==> src/adam_pkg.sv <==
package adam_pkg;

    // host command opcodes
    typedef enum logic [1:0] {
        OP_PAUSE,
        OP_RESUME,
        OP_RESET,
        OP_STATUS
    } op_e;

    typedef enum logic {
        RESP_OK,
        RESP_BAD_UNIT
    } resp_e;

    // domain select values on cmd_dom and rsp_dom
    localparam logic DOM_LS = 1'b0;
    localparam logic DOM_HS = 1'b1;

    localparam int UNIT_W = 3;
    localparam int TAG_W  = 4;

    // width of the paused bitmap in a response
    localparam int MAX_UNITS = 4;

    localparam int LS_UNITS = 2;
    localparam int HS_UNITS = 4;

    // length of a unit reset pulse in cycles
    localparam int RST_CYCLES = 4;

endpackage

==> src/adam_cmd_route.sv <==
`timescale 1ns/1ns

module adam_cmd_route (
    input  logic                        clk,
    input  logic                        rst_n,

    input  logic                        cmd_valid,
    output logic                        cmd_ready,
    input  logic                        cmd_dom,
    input  adam_pkg::op_e               cmd_op,
    input  logic [adam_pkg::UNIT_W-1:0] cmd_unit,
    input  logic [adam_pkg::TAG_W-1:0]  cmd_tag,

    output logic                        ls_cmd_valid,
    input  logic                        ls_cmd_ready,
    output adam_pkg::op_e               ls_cmd_op,
    output logic [adam_pkg::UNIT_W-1:0] ls_cmd_unit,
    output logic [adam_pkg::TAG_W-1:0]  ls_cmd_tag,

    output logic                        hs_cmd_valid,
    input  logic                        hs_cmd_ready,
    output adam_pkg::op_e               hs_cmd_op,
    output logic [adam_pkg::UNIT_W-1:0] hs_cmd_unit,
    output logic [adam_pkg::TAG_W-1:0]  hs_cmd_tag
);

    logic [1:0]                  slot_valid;
    logic [1:0]                  slot_ready;
    logic [1:0]                  slot_load;
    adam_pkg::op_e               slot_op   [2];
    logic [adam_pkg::UNIT_W-1:0] slot_unit [2];
    logic [adam_pkg::TAG_W-1:0]  slot_tag  [2];

    assign slot_ready[adam_pkg::DOM_LS] = ls_cmd_ready;
    assign slot_ready[adam_pkg::DOM_HS] = hs_cmd_ready;

    // addressed slot is empty or drains this cycle
    assign cmd_ready = !slot_valid[cmd_dom] || slot_ready[cmd_dom];

    for (genvar d = 0; d < 2; d++) begin : g_slot
        assign slot_load[d] = cmd_valid && cmd_ready && (cmd_dom == 1'(d));

        always_ff @(posedge clk) begin
            if (!rst_n) begin
                slot_valid[d] <= 1'b0;
            end else if (slot_load[d]) begin
                slot_valid[d] <= 1'b1;
            end else if (slot_ready[d]) begin
                slot_valid[d] <= 1'b0;
            end
        end

        always_ff @(posedge clk) begin
            if (slot_load[d]) begin
                slot_op[d]   <= cmd_op;
                slot_unit[d] <= cmd_unit;
                slot_tag[d]  <= cmd_tag;
            end
        end
    end

    assign ls_cmd_valid = slot_valid[adam_pkg::DOM_LS];
    assign ls_cmd_op    = slot_op[adam_pkg::DOM_LS];
    assign ls_cmd_unit  = slot_unit[adam_pkg::DOM_LS];
    assign ls_cmd_tag   = slot_tag[adam_pkg::DOM_LS];

    assign hs_cmd_valid = slot_valid[adam_pkg::DOM_HS];
    assign hs_cmd_op    = slot_op[adam_pkg::DOM_HS];
    assign hs_cmd_unit  = slot_unit[adam_pkg::DOM_HS];
    assign hs_cmd_tag   = slot_tag[adam_pkg::DOM_HS];

endmodule

==> src/adam_unit_seq.sv <==
`timescale 1ns/1ns

module adam_unit_seq #(
    parameter int NO_UNITS = 2
) (
    input  logic                           clk,
    input  logic                           rst_n,

    input  logic                           cmd_valid,
    output logic                           cmd_ready,
    input  adam_pkg::op_e                  cmd_op,
    input  logic [adam_pkg::UNIT_W-1:0]    cmd_unit,
    input  logic [adam_pkg::TAG_W-1:0]     cmd_tag,

    output logic                           rsp_valid,
    input  logic                           rsp_ready,
    output adam_pkg::resp_e                rsp_status,
    output logic [adam_pkg::TAG_W-1:0]     rsp_tag,
    output logic [adam_pkg::MAX_UNITS-1:0] rsp_paused,

    output logic [NO_UNITS-1:0]            unit_pause,
    output logic [NO_UNITS-1:0]            unit_rst,
    input  logic [NO_UNITS-1:0]            unit_pause_ack
);

    typedef enum logic [1:0] {
        IDLE,
        WAIT_ACK,
        RESET,
        RESPOND
    } state_e;

    state_e                                    state;
    logic [NO_UNITS-1:0]                       pause_q;
    logic [NO_UNITS-1:0]                       rst_q;
    logic [$clog2(adam_pkg::RST_CYCLES+1)-1:0] cnt;

    // one-hot unit of the command being worked on
    logic [NO_UNITS-1:0]        sel_q;
    logic [adam_pkg::TAG_W-1:0] tag_q;
    adam_pkg::resp_e            status_q;

    logic [NO_UNITS-1:0] cmd_sel;
    logic [NO_UNITS-1:0] pause_next;
    logic                settled;
    logic                ack_match;

    // decode the unit index, all zero when out of range
    always_comb begin
        cmd_sel = '0;
        for (int i = 0; i < NO_UNITS; i++) begin
            cmd_sel[i] = (int'(cmd_unit) == i);
        end
        if (cmd_op == adam_pkg::OP_PAUSE) begin
            pause_next = pause_q | cmd_sel;
        end else begin
            pause_next = pause_q & ~cmd_sel;
        end
    end

    // pause bit already at target and ack agrees
    assign settled = (((pause_next ^ pause_q) | (pause_next ^ unit_pause_ack)) & cmd_sel) == '0;
    assign ack_match = ((pause_q ^ unit_pause_ack) & sel_q) == '0;

    assign cmd_ready = (state == IDLE);

    always_ff @(posedge clk) begin
        if (!rst_n) begin
            state   <= IDLE;
            pause_q <= '0;
            rst_q   <= '0;
            cnt     <= '0;
        end else begin
            case (state)
                IDLE: begin
                    if (cmd_valid) begin
                        cnt <= '0;
                        if (cmd_sel == '0) begin
                            state <= RESPOND;
                        end else begin
                            case (cmd_op)
                                adam_pkg::OP_PAUSE, adam_pkg::OP_RESUME: begin
                                    pause_q <= pause_next;
                                    state   <= settled ? RESPOND : WAIT_ACK;
                                end
                                adam_pkg::OP_RESET: begin
                                    rst_q <= cmd_sel;
                                    state <= RESET;
                                end
                                default: begin
                                    state <= RESPOND;
                                end
                            endcase
                        end
                    end
                end
                WAIT_ACK: begin
                    if (ack_match) begin
                        state <= RESPOND;
                    end
                end
                RESET: begin
                    // rst drops after RST_CYCLES, response one cycle later
                    cnt <= cnt + 1'b1;
                    if (int'(cnt) == adam_pkg::RST_CYCLES - 1) begin
                        rst_q <= '0;
                    end
                    if (int'(cnt) == adam_pkg::RST_CYCLES) begin
                        state <= RESPOND;
                    end
                end
                RESPOND: begin
                    if (rsp_ready) begin
                        state <= IDLE;
                    end
                end
                default: begin
                    state <= IDLE;
                end
            endcase
        end
    end

    always_ff @(posedge clk) begin
        if (cmd_valid && cmd_ready) begin
            sel_q <= cmd_sel;
            tag_q <= cmd_tag;
            if (cmd_sel == '0) begin
                status_q <= adam_pkg::RESP_BAD_UNIT;
            end else begin
                status_q <= adam_pkg::RESP_OK;
            end
        end
    end

    assign unit_pause = pause_q;
    assign unit_rst   = rst_q;

    assign rsp_valid  = (state == RESPOND);
    assign rsp_status = status_q;
    assign rsp_tag    = tag_q;

    // upper bitmap bits read as zero
    always_comb begin
        rsp_paused                 = '0;
        rsp_paused[NO_UNITS-1:0]   = pause_q;
    end

endmodule

==> src/adam_resp_merge.sv <==
`timescale 1ns/1ns

module adam_resp_merge (
    input  logic                           clk,
    input  logic                           rst_n,

    input  logic                           ls_rsp_valid,
    output logic                           ls_rsp_ready,
    input  adam_pkg::resp_e                ls_rsp_status,
    input  logic [adam_pkg::TAG_W-1:0]     ls_rsp_tag,
    input  logic [adam_pkg::MAX_UNITS-1:0] ls_rsp_paused,

    input  logic                           hs_rsp_valid,
    output logic                           hs_rsp_ready,
    input  adam_pkg::resp_e                hs_rsp_status,
    input  logic [adam_pkg::TAG_W-1:0]     hs_rsp_tag,
    input  logic [adam_pkg::MAX_UNITS-1:0] hs_rsp_paused,

    output logic                           rsp_valid,
    input  logic                           rsp_ready,
    output logic                           rsp_dom,
    output adam_pkg::resp_e                rsp_status,
    output logic [adam_pkg::TAG_W-1:0]     rsp_tag,
    output logic [adam_pkg::MAX_UNITS-1:0] rsp_paused
);

    logic can_take;
    logic gnt_ls;
    logic gnt_hs;
    // set when hsdom wins the next tie
    logic pri_hs;

    assign can_take = !rsp_valid || rsp_ready;

    assign gnt_ls = can_take && ls_rsp_valid && (!hs_rsp_valid || !pri_hs);
    assign gnt_hs = can_take && hs_rsp_valid && (!ls_rsp_valid || pri_hs);

    assign ls_rsp_ready = gnt_ls;
    assign hs_rsp_ready = gnt_hs;

    always_ff @(posedge clk) begin
        if (!rst_n) begin
            rsp_valid <= 1'b0;
            pri_hs    <= 1'b0;
        end else begin
            if (gnt_ls || gnt_hs) begin
                rsp_valid <= 1'b1;
            end else if (rsp_ready) begin
                rsp_valid <= 1'b0;
            end
            // hand priority to the other side
            if (gnt_ls) begin
                pri_hs <= 1'b1;
            end else if (gnt_hs) begin
                pri_hs <= 1'b0;
            end
        end
    end

    always_ff @(posedge clk) begin
        if (gnt_ls) begin
            rsp_dom    <= adam_pkg::DOM_LS;
            rsp_status <= ls_rsp_status;
            rsp_tag    <= ls_rsp_tag;
            rsp_paused <= ls_rsp_paused;
        end else if (gnt_hs) begin
            rsp_dom    <= adam_pkg::DOM_HS;
            rsp_status <= hs_rsp_status;
            rsp_tag    <= hs_rsp_tag;
            rsp_paused <= hs_rsp_paused;
        end
    end

endmodule

==> src/adam_sysctl.sv <==
`timescale 1ns/1ns

module adam_sysctl (
    input  logic                           clk,
    input  logic                           rst_n,

    input  logic                           cmd_valid,
    output logic                           cmd_ready,
    input  logic                           cmd_dom,
    input  adam_pkg::op_e                  cmd_op,
    input  logic [adam_pkg::UNIT_W-1:0]    cmd_unit,
    input  logic [adam_pkg::TAG_W-1:0]     cmd_tag,

    output logic                           rsp_valid,
    input  logic                           rsp_ready,
    output logic                           rsp_dom,
    output adam_pkg::resp_e                rsp_status,
    output logic [adam_pkg::TAG_W-1:0]     rsp_tag,
    output logic [adam_pkg::MAX_UNITS-1:0] rsp_paused,

    output logic [adam_pkg::LS_UNITS-1:0]  ls_pause,
    output logic [adam_pkg::LS_UNITS-1:0]  ls_rst,
    input  logic [adam_pkg::LS_UNITS-1:0]  ls_pause_ack,

    output logic [adam_pkg::HS_UNITS-1:0]  hs_pause,
    output logic [adam_pkg::HS_UNITS-1:0]  hs_rst,
    input  logic [adam_pkg::HS_UNITS-1:0]  hs_pause_ack
);

    // router to sequencers
    logic                        ls_cmd_valid;
    logic                        ls_cmd_ready;
    adam_pkg::op_e               ls_cmd_op;
    logic [adam_pkg::UNIT_W-1:0] ls_cmd_unit;
    logic [adam_pkg::TAG_W-1:0]  ls_cmd_tag;

    logic                        hs_cmd_valid;
    logic                        hs_cmd_ready;
    adam_pkg::op_e               hs_cmd_op;
    logic [adam_pkg::UNIT_W-1:0] hs_cmd_unit;
    logic [adam_pkg::TAG_W-1:0]  hs_cmd_tag;

    // sequencers to merger
    logic                           ls_rsp_valid;
    logic                           ls_rsp_ready;
    adam_pkg::resp_e                ls_rsp_status;
    logic [adam_pkg::TAG_W-1:0]     ls_rsp_tag;
    logic [adam_pkg::MAX_UNITS-1:0] ls_rsp_paused;

    logic                           hs_rsp_valid;
    logic                           hs_rsp_ready;
    adam_pkg::resp_e                hs_rsp_status;
    logic [adam_pkg::TAG_W-1:0]     hs_rsp_tag;
    logic [adam_pkg::MAX_UNITS-1:0] hs_rsp_paused;

    adam_cmd_route i_cmd_route (
        .clk          (clk),
        .rst_n        (rst_n),
        .cmd_valid    (cmd_valid),
        .cmd_ready    (cmd_ready),
        .cmd_dom      (cmd_dom),
        .cmd_op       (cmd_op),
        .cmd_unit     (cmd_unit),
        .cmd_tag      (cmd_tag),
        .ls_cmd_valid (ls_cmd_valid),
        .ls_cmd_ready (ls_cmd_ready),
        .ls_cmd_op    (ls_cmd_op),
        .ls_cmd_unit  (ls_cmd_unit),
        .ls_cmd_tag   (ls_cmd_tag),
        .hs_cmd_valid (hs_cmd_valid),
        .hs_cmd_ready (hs_cmd_ready),
        .hs_cmd_op    (hs_cmd_op),
        .hs_cmd_unit  (hs_cmd_unit),
        .hs_cmd_tag   (hs_cmd_tag)
    );

    adam_unit_seq #(
        .NO_UNITS (adam_pkg::LS_UNITS)
    ) lsdom_seq (
        .clk            (clk),
        .rst_n          (rst_n),
        .cmd_valid      (ls_cmd_valid),
        .cmd_ready      (ls_cmd_ready),
        .cmd_op         (ls_cmd_op),
        .cmd_unit       (ls_cmd_unit),
        .cmd_tag        (ls_cmd_tag),
        .rsp_valid      (ls_rsp_valid),
        .rsp_ready      (ls_rsp_ready),
        .rsp_status     (ls_rsp_status),
        .rsp_tag        (ls_rsp_tag),
        .rsp_paused     (ls_rsp_paused),
        .unit_pause     (ls_pause),
        .unit_rst       (ls_rst),
        .unit_pause_ack (ls_pause_ack)
    );

    adam_unit_seq #(
        .NO_UNITS (adam_pkg::HS_UNITS)
    ) hsdom_seq (
        .clk            (clk),
        .rst_n          (rst_n),
        .cmd_valid      (hs_cmd_valid),
        .cmd_ready      (hs_cmd_ready),
        .cmd_op         (hs_cmd_op),
        .cmd_unit       (hs_cmd_unit),
        .cmd_tag        (hs_cmd_tag),
        .rsp_valid      (hs_rsp_valid),
        .rsp_ready      (hs_rsp_ready),
        .rsp_status     (hs_rsp_status),
        .rsp_tag        (hs_rsp_tag),
        .rsp_paused     (hs_rsp_paused),
        .unit_pause     (hs_pause),
        .unit_rst       (hs_rst),
        .unit_pause_ack (hs_pause_ack)
    );

    adam_resp_merge i_resp_merge (
        .clk           (clk),
        .rst_n         (rst_n),
        .ls_rsp_valid  (ls_rsp_valid),
        .ls_rsp_ready  (ls_rsp_ready),
        .ls_rsp_status (ls_rsp_status),
        .ls_rsp_tag    (ls_rsp_tag),
        .ls_rsp_paused (ls_rsp_paused),
        .hs_rsp_valid  (hs_rsp_valid),
        .hs_rsp_ready  (hs_rsp_ready),
        .hs_rsp_status (hs_rsp_status),
        .hs_rsp_tag    (hs_rsp_tag),
        .hs_rsp_paused (hs_rsp_paused),
        .rsp_valid     (rsp_valid),
        .rsp_ready     (rsp_ready),
        .rsp_dom       (rsp_dom),
        .rsp_status    (rsp_status),
        .rsp_tag       (rsp_tag),
        .rsp_paused    (rsp_paused)
    );

endmodule

==> config.mk <==
export PLATFORM = sky130hd
export DESIGN_NAME = adam_sysctl
export DESIGN_NICKNAME = d
export VERILOG_FILES = /design/src/adam_pkg.sv /design/src/adam_cmd_route.sv /design/src/adam_unit_seq.sv /design/src/adam_resp_merge.sv /design/src/adam_sysctl.sv
export SDC_FILE = /design/constraint.sdc
export NUM_CORES = 1
export LEC_CHECK = 0
export ABC_AREA = 1
export ABC_CLOCK_PERIOD_IN_PS = 4600
export BUFFER_PORTS_ARGS = -buffer_cell sky130_fd_sc_hd__buf_2
export CAP_MARGIN = 10
export CORE_MARGIN = 2
export CORE_UTILIZATION = 30
export CTS_CLUSTER_SIZE = 10
export DETAILED_ROUTE_END_ITERATION = 10
export PLACE_DENSITY = 0.49
export SLEW_MARGIN = 10
export SYNTH_ARGS = -nofsm -noshare
export SYNTH_HDL_FRONTEND = slang
export SYNTH_SLANG_ARGS = --single-unit
==> constraint.sdc <==
create_clock -name clk -period 4.6 [get_ports clk]
set_input_delay 0.23 -clock clk [delete_from_list [all_inputs] [get_ports clk]]
set_output_delay 0.23 -clock clk [all_outputs]
set_load 0.01 [all_outputs]
==> metrics.txt <==
# TYPE chip_impl_metric gauge
chip_impl_metric{name="synth_cell_types",unit=""} 29
chip_impl_metric{name="power.ir.vdd_worst",unit="uV"} 165
chip_impl_info{name="holdPathEnd",value="i_cmd_route.slot_tag[0][0]$_DFFE_PP_"} 1
chip_impl_info{name="rsz0062_at_grt",value="false"} 1
chip_impl_info{name="most_utilized_layer_in_the_global_route_result",value="met2"} 1
chip_impl_info{name="hp-class",value="in -> reg"} 1
chip_impl_info{name="worst_r2r_startpoint",value="hsdom_seq.state[0]$_SDFFE_PN0P_"} 1
chip_impl_metric{name="cts_buffers",unit=""} 9
chip_impl_metric{name="period_share",unit="%"} 41.0
chip_impl_metric{name="grt_antenna_before_repair",unit=""} 0
chip_impl_metric{name="floorplan.rows",unit=""} 37
chip_impl_metric{name="wl_per_cell",unit="um"} 13.2
chip_impl_metric{name="cts_hold_buf",unit=""} 0
chip_impl_metric{name="grt_first_pass_wirelength",unit="um"} 11500
chip_impl_metric{name="ys_warn_count",unit=""} 0
chip_impl_info{name="root_buffer",value="sky130_fd_sc_hd__clkbuf_8"} 1
chip_impl_metric{name="start_util",unit="%"} 30.7
chip_impl_metric{name="timing.clock.skew",unit="ns"} 0.00959
chip_impl_metric{name="die_x",unit="um"} 107
chip_impl_metric{name="power.static_leakage",unit="uW"} 0.00163
chip_impl_metric{name="register_bit_count_reported_by_yosys",unit=""} 70
chip_impl_metric{name="syn-mean-instance-area",unit="um2"} 9.19
chip_impl_metric{name="clockBufferDepth",unit=""} 2
chip_impl_metric{name="detailedPlacementHpwl",unit="um"} 5320
chip_impl_metric{name="antenna_cells_inserted",unit=""} 0
chip_impl_metric{name="layout.filler_cells",unit=""} 1079
chip_impl_metric{name="post_route_cells_drive_above_1_share",unit="%"} 17.8
chip_impl_metric{name="synthDominantCellAreaShare",unit="%"} 39.1
chip_impl_metric{name="nets_final",unit=""} 427
chip_impl_metric{name="drt-total-wl",unit="um"} 7040
chip_impl_metric{name="floorplan.core_area",unit="mm2"} 0.0103
chip_impl_metric{name="floorplan.die.height",unit="um"} 107
chip_impl_metric{name="routed_via_density",unit=""} 4.48
chip_impl_metric{name="cp.buffers_inverters",unit=""} 0
chip_impl_metric{name="r2r_cells",unit=""} 4
chip_impl_info{name="tritoncts_clock_tree",value="yes"} 1
chip_impl_metric{name="clkSlewWorstSetupHoldPaths",unit="ns"} 0.08
chip_impl_info{name="synth_area_leader_cell",value="sky130_fd_sc_hd__edfxtp_1"} 1
chip_impl_metric{name="cp.arrival",unit="ns"} 1.91
chip_impl_metric{name="via_count",unit=""} 2390
chip_impl_metric{name="post_cts_sizing_count",unit=""} 0
chip_impl_metric{name="syn_area",unit="mm2"} 0.00315
chip_impl_metric{name="seqCellArea",unit="mm2"} 0.00181
chip_impl_metric{name="max_clock_freq",unit="MHz"} 530
chip_impl_info{name="crit_top_cell",value="sky130_fd_sc_hd__nand2_1"} 1
chip_impl_metric{name="final_area",unit="mm2"} 0.00371
chip_impl_metric{name="vias_in_the_first_global_route",unit=""} 2362
chip_impl_metric{name="drt_iter0_drc",unit=""} 104
chip_impl_metric{name="grt.met1_usage",unit="%"} 17.3
chip_impl_metric{name="fin_ws",unit="ns"} 2.71
chip_impl_metric{name="multiInputGateArea",unit="mm2"} 0.00112
chip_impl_metric{name="maxCapViolCount",unit=""} 0
chip_impl_info{name="final_common_cell",value="sky130_fd_sc_hd__nand2_1"} 1
chip_impl_metric{name="syn_inst",unit=""} 343
chip_impl_info{name="worst_hold_startpoint",value="cmd_tag[0]"} 1
chip_impl_metric{name="maxSlewHeadroom",unit="%"} 53.5
chip_impl_metric{name="grt_remaining_overflow",unit=""} 0
chip_impl_info{name="worstReg2RegEnd",value="i_resp_merge.rsp_tag[2]$_DFFE_PP_"} 1
chip_impl_metric{name="clk_latency",unit="ns"} 0.35
chip_impl_metric{name="drv_slew",unit=""} 0
chip_impl_metric{name="period_minus_slack",unit="ns"} 1.89
chip_impl_metric{name="r2r_setup_slk",unit="ns"} 2.71
chip_impl_metric{name="met3_resource_use_gr",unit="%"} 2.82
chip_impl_info{name="criticalPathCategory",value="reg -> reg"} 1
chip_impl_metric{name="post-layout-total-power",unit="uW"} 1710
chip_impl_metric{name="io_buffers",unit=""} 43
chip_impl_metric{name="gp_congestion",unit=""} 0.770
chip_impl_info{name="crit_path_cell_trace",value="ha_1 > nand2_1 > nand3_1 > nand2_1"} 1
chip_impl_metric{name="total_routing_resource_utilization_after_global_routing",unit="%"} 13.3
chip_impl_metric{name="setup_violations",unit=""} 0
chip_impl_metric{name="io_pins",unit=""} 44
chip_impl_metric{name="clock_sinks",unit=""} 70
chip_impl_metric{name="max_stage_delay",unit="ns"} 0.44
chip_impl_metric{name="timing.hold.worst_path_depth",unit=""} 1
chip_impl_metric{name="groute.layer.met2.usage",unit="%"} 21.1
chip_impl_info{name="final_cell_mix",value="90 x sky130_fd_sc_hd__nand2_1, 51 x sky130_fd_sc_hd__inv_1, 43 x sky130_fd_sc_hd__buf_2"} 1
chip_impl_metric{name="tns",unit="ns"} 0
chip_impl_metric{name="worst-endpoint-required",unit="ns"} 4.62
chip_impl_info{name="outcome",value="finished, final reports clean"} 1
chip_impl_info{name="crit_path_start_kind",value="flip-flop"} 1
chip_impl_metric{name="synthToLayoutAreaGrowth",unit="%"} 17.6
chip_impl_metric{name="grt_max_degree",unit=""} 19
chip_impl_metric{name="postSynthNetCount",unit=""} 377
chip_impl_metric{name="htree_levels",unit=""} 3
chip_impl_metric{name="drc",unit=""} 0
chip_impl_info{name="critical_path.top_delay_family",value="simple AND/OR/NAND/NOR gates"} 1
chip_impl_metric{name="detailed_place.area",unit="mm2"} 0.00352
chip_impl_metric{name="worst_path_fanout_max",unit=""} 16
chip_impl_metric{name="cts_setup_buffers",unit=""} 0
chip_impl_metric{name="power_density",unit="mW/mm2"} 461
chip_impl_info{name="cpMaxStageDelayCell",value="sky130_fd_sc_hd__nand2_1"} 1
chip_impl_info{name="netlist_top_cells_area",value="sky130_fd_sc_hd__edfxtp_1 39%, sky130_fd_sc_hd__dfxtp_1 18%, sky130_fd_sc_hd__nand2_1 11%, sky130_fd_sc_hd__inv_1 6.1%, sky130_fd_sc_hd__ha_1 5.6%"} 1
chip_impl_metric{name="first_pass_iters",unit=""} 4
chip_impl_metric{name="final_antenna_net_count",unit=""} 0
chip_impl_metric{name="tightestPinTransition",unit="ns"} 0.695
chip_impl_metric{name="yosysSeqAreaShare",unit="%"} 57.5
chip_impl_info{name="critPathCaptureType",value="flip-flop"} 1
chip_impl_metric{name="report.final.hold_viol_count",unit=""} 0
chip_impl_metric{name="die_area",unit="mm2"} 0.0113
chip_impl_metric{name="place_ws",unit="ns"} 2.74
## cell families (layout without fill, tap and decap cells)
family	Yosys count	after routing	share of synthesized area [%]
AND/OR/NAND/NOR	151	151	20.2
flip-flops	70	70	57.5
AO/OA/AOI/OAI	50	50	9.81
buffers and inverters	58	113	6.95
adder cells (fa/ha/maj)	14	14	5.56
## synthesized netlist by cell type
cell / number
sky130_fd_sc_hd__buf_2: 1
sky130_fd_sc_hd__inv_2: 2
sky130_fd_sc_hd__a311oi_1: 5
sky130_fd_sc_hd__clkinv_1: 1
sky130_fd_sc_hd__inv_1: 51
sky130_fd_sc_hd__a21oi_1: 27
sky130_fd_sc_hd__nand3_1: 23
sky130_fd_sc_hd__o21a_1: 1
sky130_fd_sc_hd__nand2_2: 1
sky130_fd_sc_hd__or2_4: 1
sky130_fd_sc_hd__o211ai_2: 1
sky130_fd_sc_hd__nor3_2: 2
sky130_fd_sc_hd__or2_2: 1
sky130_fd_sc_hd__nand3b_1: 1
sky130_fd_sc_hd__edfxtp_1: 41
sky130_fd_sc_hd__o211ai_1: 4
sky130_fd_sc_hd__ha_1: 14
sky130_fd_sc_hd__o21ai_1: 1
sky130_fd_sc_hd__a21oi_2: 1
sky130_fd_sc_hd__nand2_1: 90
sky130_fd_sc_hd__nor3_4: 1
sky130_fd_sc_hd__o2111ai_2: 1
sky130_fd_sc_hd__nand4_1: 1
sky130_fd_sc_hd__clkbuf_1: 3
sky130_fd_sc_hd__a211oi_1: 1
sky130_fd_sc_hd__o21ai_0: 7
sky130_fd_sc_hd__o21ai_2: 1
sky130_fd_sc_hd__dfxtp_1: 29
sky130_fd_sc_hd__nor2_1: 30
## routing by layer
metal / part of all wire [%] / wire, um
met1: 48 / 3370
met2: 47 / 3330
met3: 3.7 / 258
met4: 1.2 / 86
met5: 0 / 0
## power by group
part / internal (uW) / switching [uW]
Sequential: 748 / 39.1
Combinational: 151 / 292
Clock: 208 / 270
Total: 1110 / 602
## how the worst max path moves through the flow
stage | depth (start not counted) | end | from
3_3_place_gp | 6 | i_cmd_route.slot_tag[1][2]$_DFFE_PP_ | hsdom_seq.state[0]$_SDFFE_PN0P_
5_1_grt | 6 | i_cmd_route.slot_tag[1][2]$_DFFE_PP_ | hsdom_seq.state[1]$_SDFFE_PN0P_
4_1_cts | 6 | i_cmd_route.slot_tag[1][2]$_DFFE_PP_ | hsdom_seq.state[1]$_SDFFE_PN0P_
3_5_place_dp | 6 | i_cmd_route.slot_tag[1][0]$_DFFE_PP_ | hsdom_seq.state[0]$_SDFFE_PN0P_
2_1_floorplan | 6 | i_cmd_route.slot_op[0][2]$_DFFE_PP_ | hsdom_seq.state[0]$_SDFFE_PN0P_
6_report | 4 | i_resp_merge.rsp_tag[2]$_DFFE_PP_ | hsdom_seq.state[0]$_SDFFE_PN0P_
## per-stage QoR
step | utilization [%] | std cells | hold WS, ns
after detailed placement | 34.3 | 518 | 0.405
after floorplan | - | 343 | 0.329
after global placement | 34.3 | 518 | 0.407
final | 36.1 | 534 | 0.0809
after CTS | 36.1 | 534 | 0.0661
after global routing | 36.1 | 534 | 0.0611
## state kept, by name, indices dropped and copies added, names as in the netlist, 3 cells and up
signal and cells:
i_cmd_route.slot_unit 6, hsdom_seq.rsp_paused 4, lsdom_seq.rsp_tag 4, hsdom_seq.rsp_tag 4, i_resp_merge.rsp_tag 4, i_cmd_route.slot_op 4, hsdom_seq.cnt 3, i_resp_merge.rsp_paused 4
hsdom_seq.unit_rst 4, lsdom_seq.cnt 3, hsdom_seq.sel_q 4, i_cmd_route.slot_tag 8
## area by class of cell
type	instances	share of cell area, %
sequential	70	48.9
multi-input combinational	215	30.2
timing repair buffer	43	5.80
inverter	54	5.47
tap	136	4.59
clock buffer	9	3.34
clock inverter	7	1.69
Power figures use the tool's default switching activity.
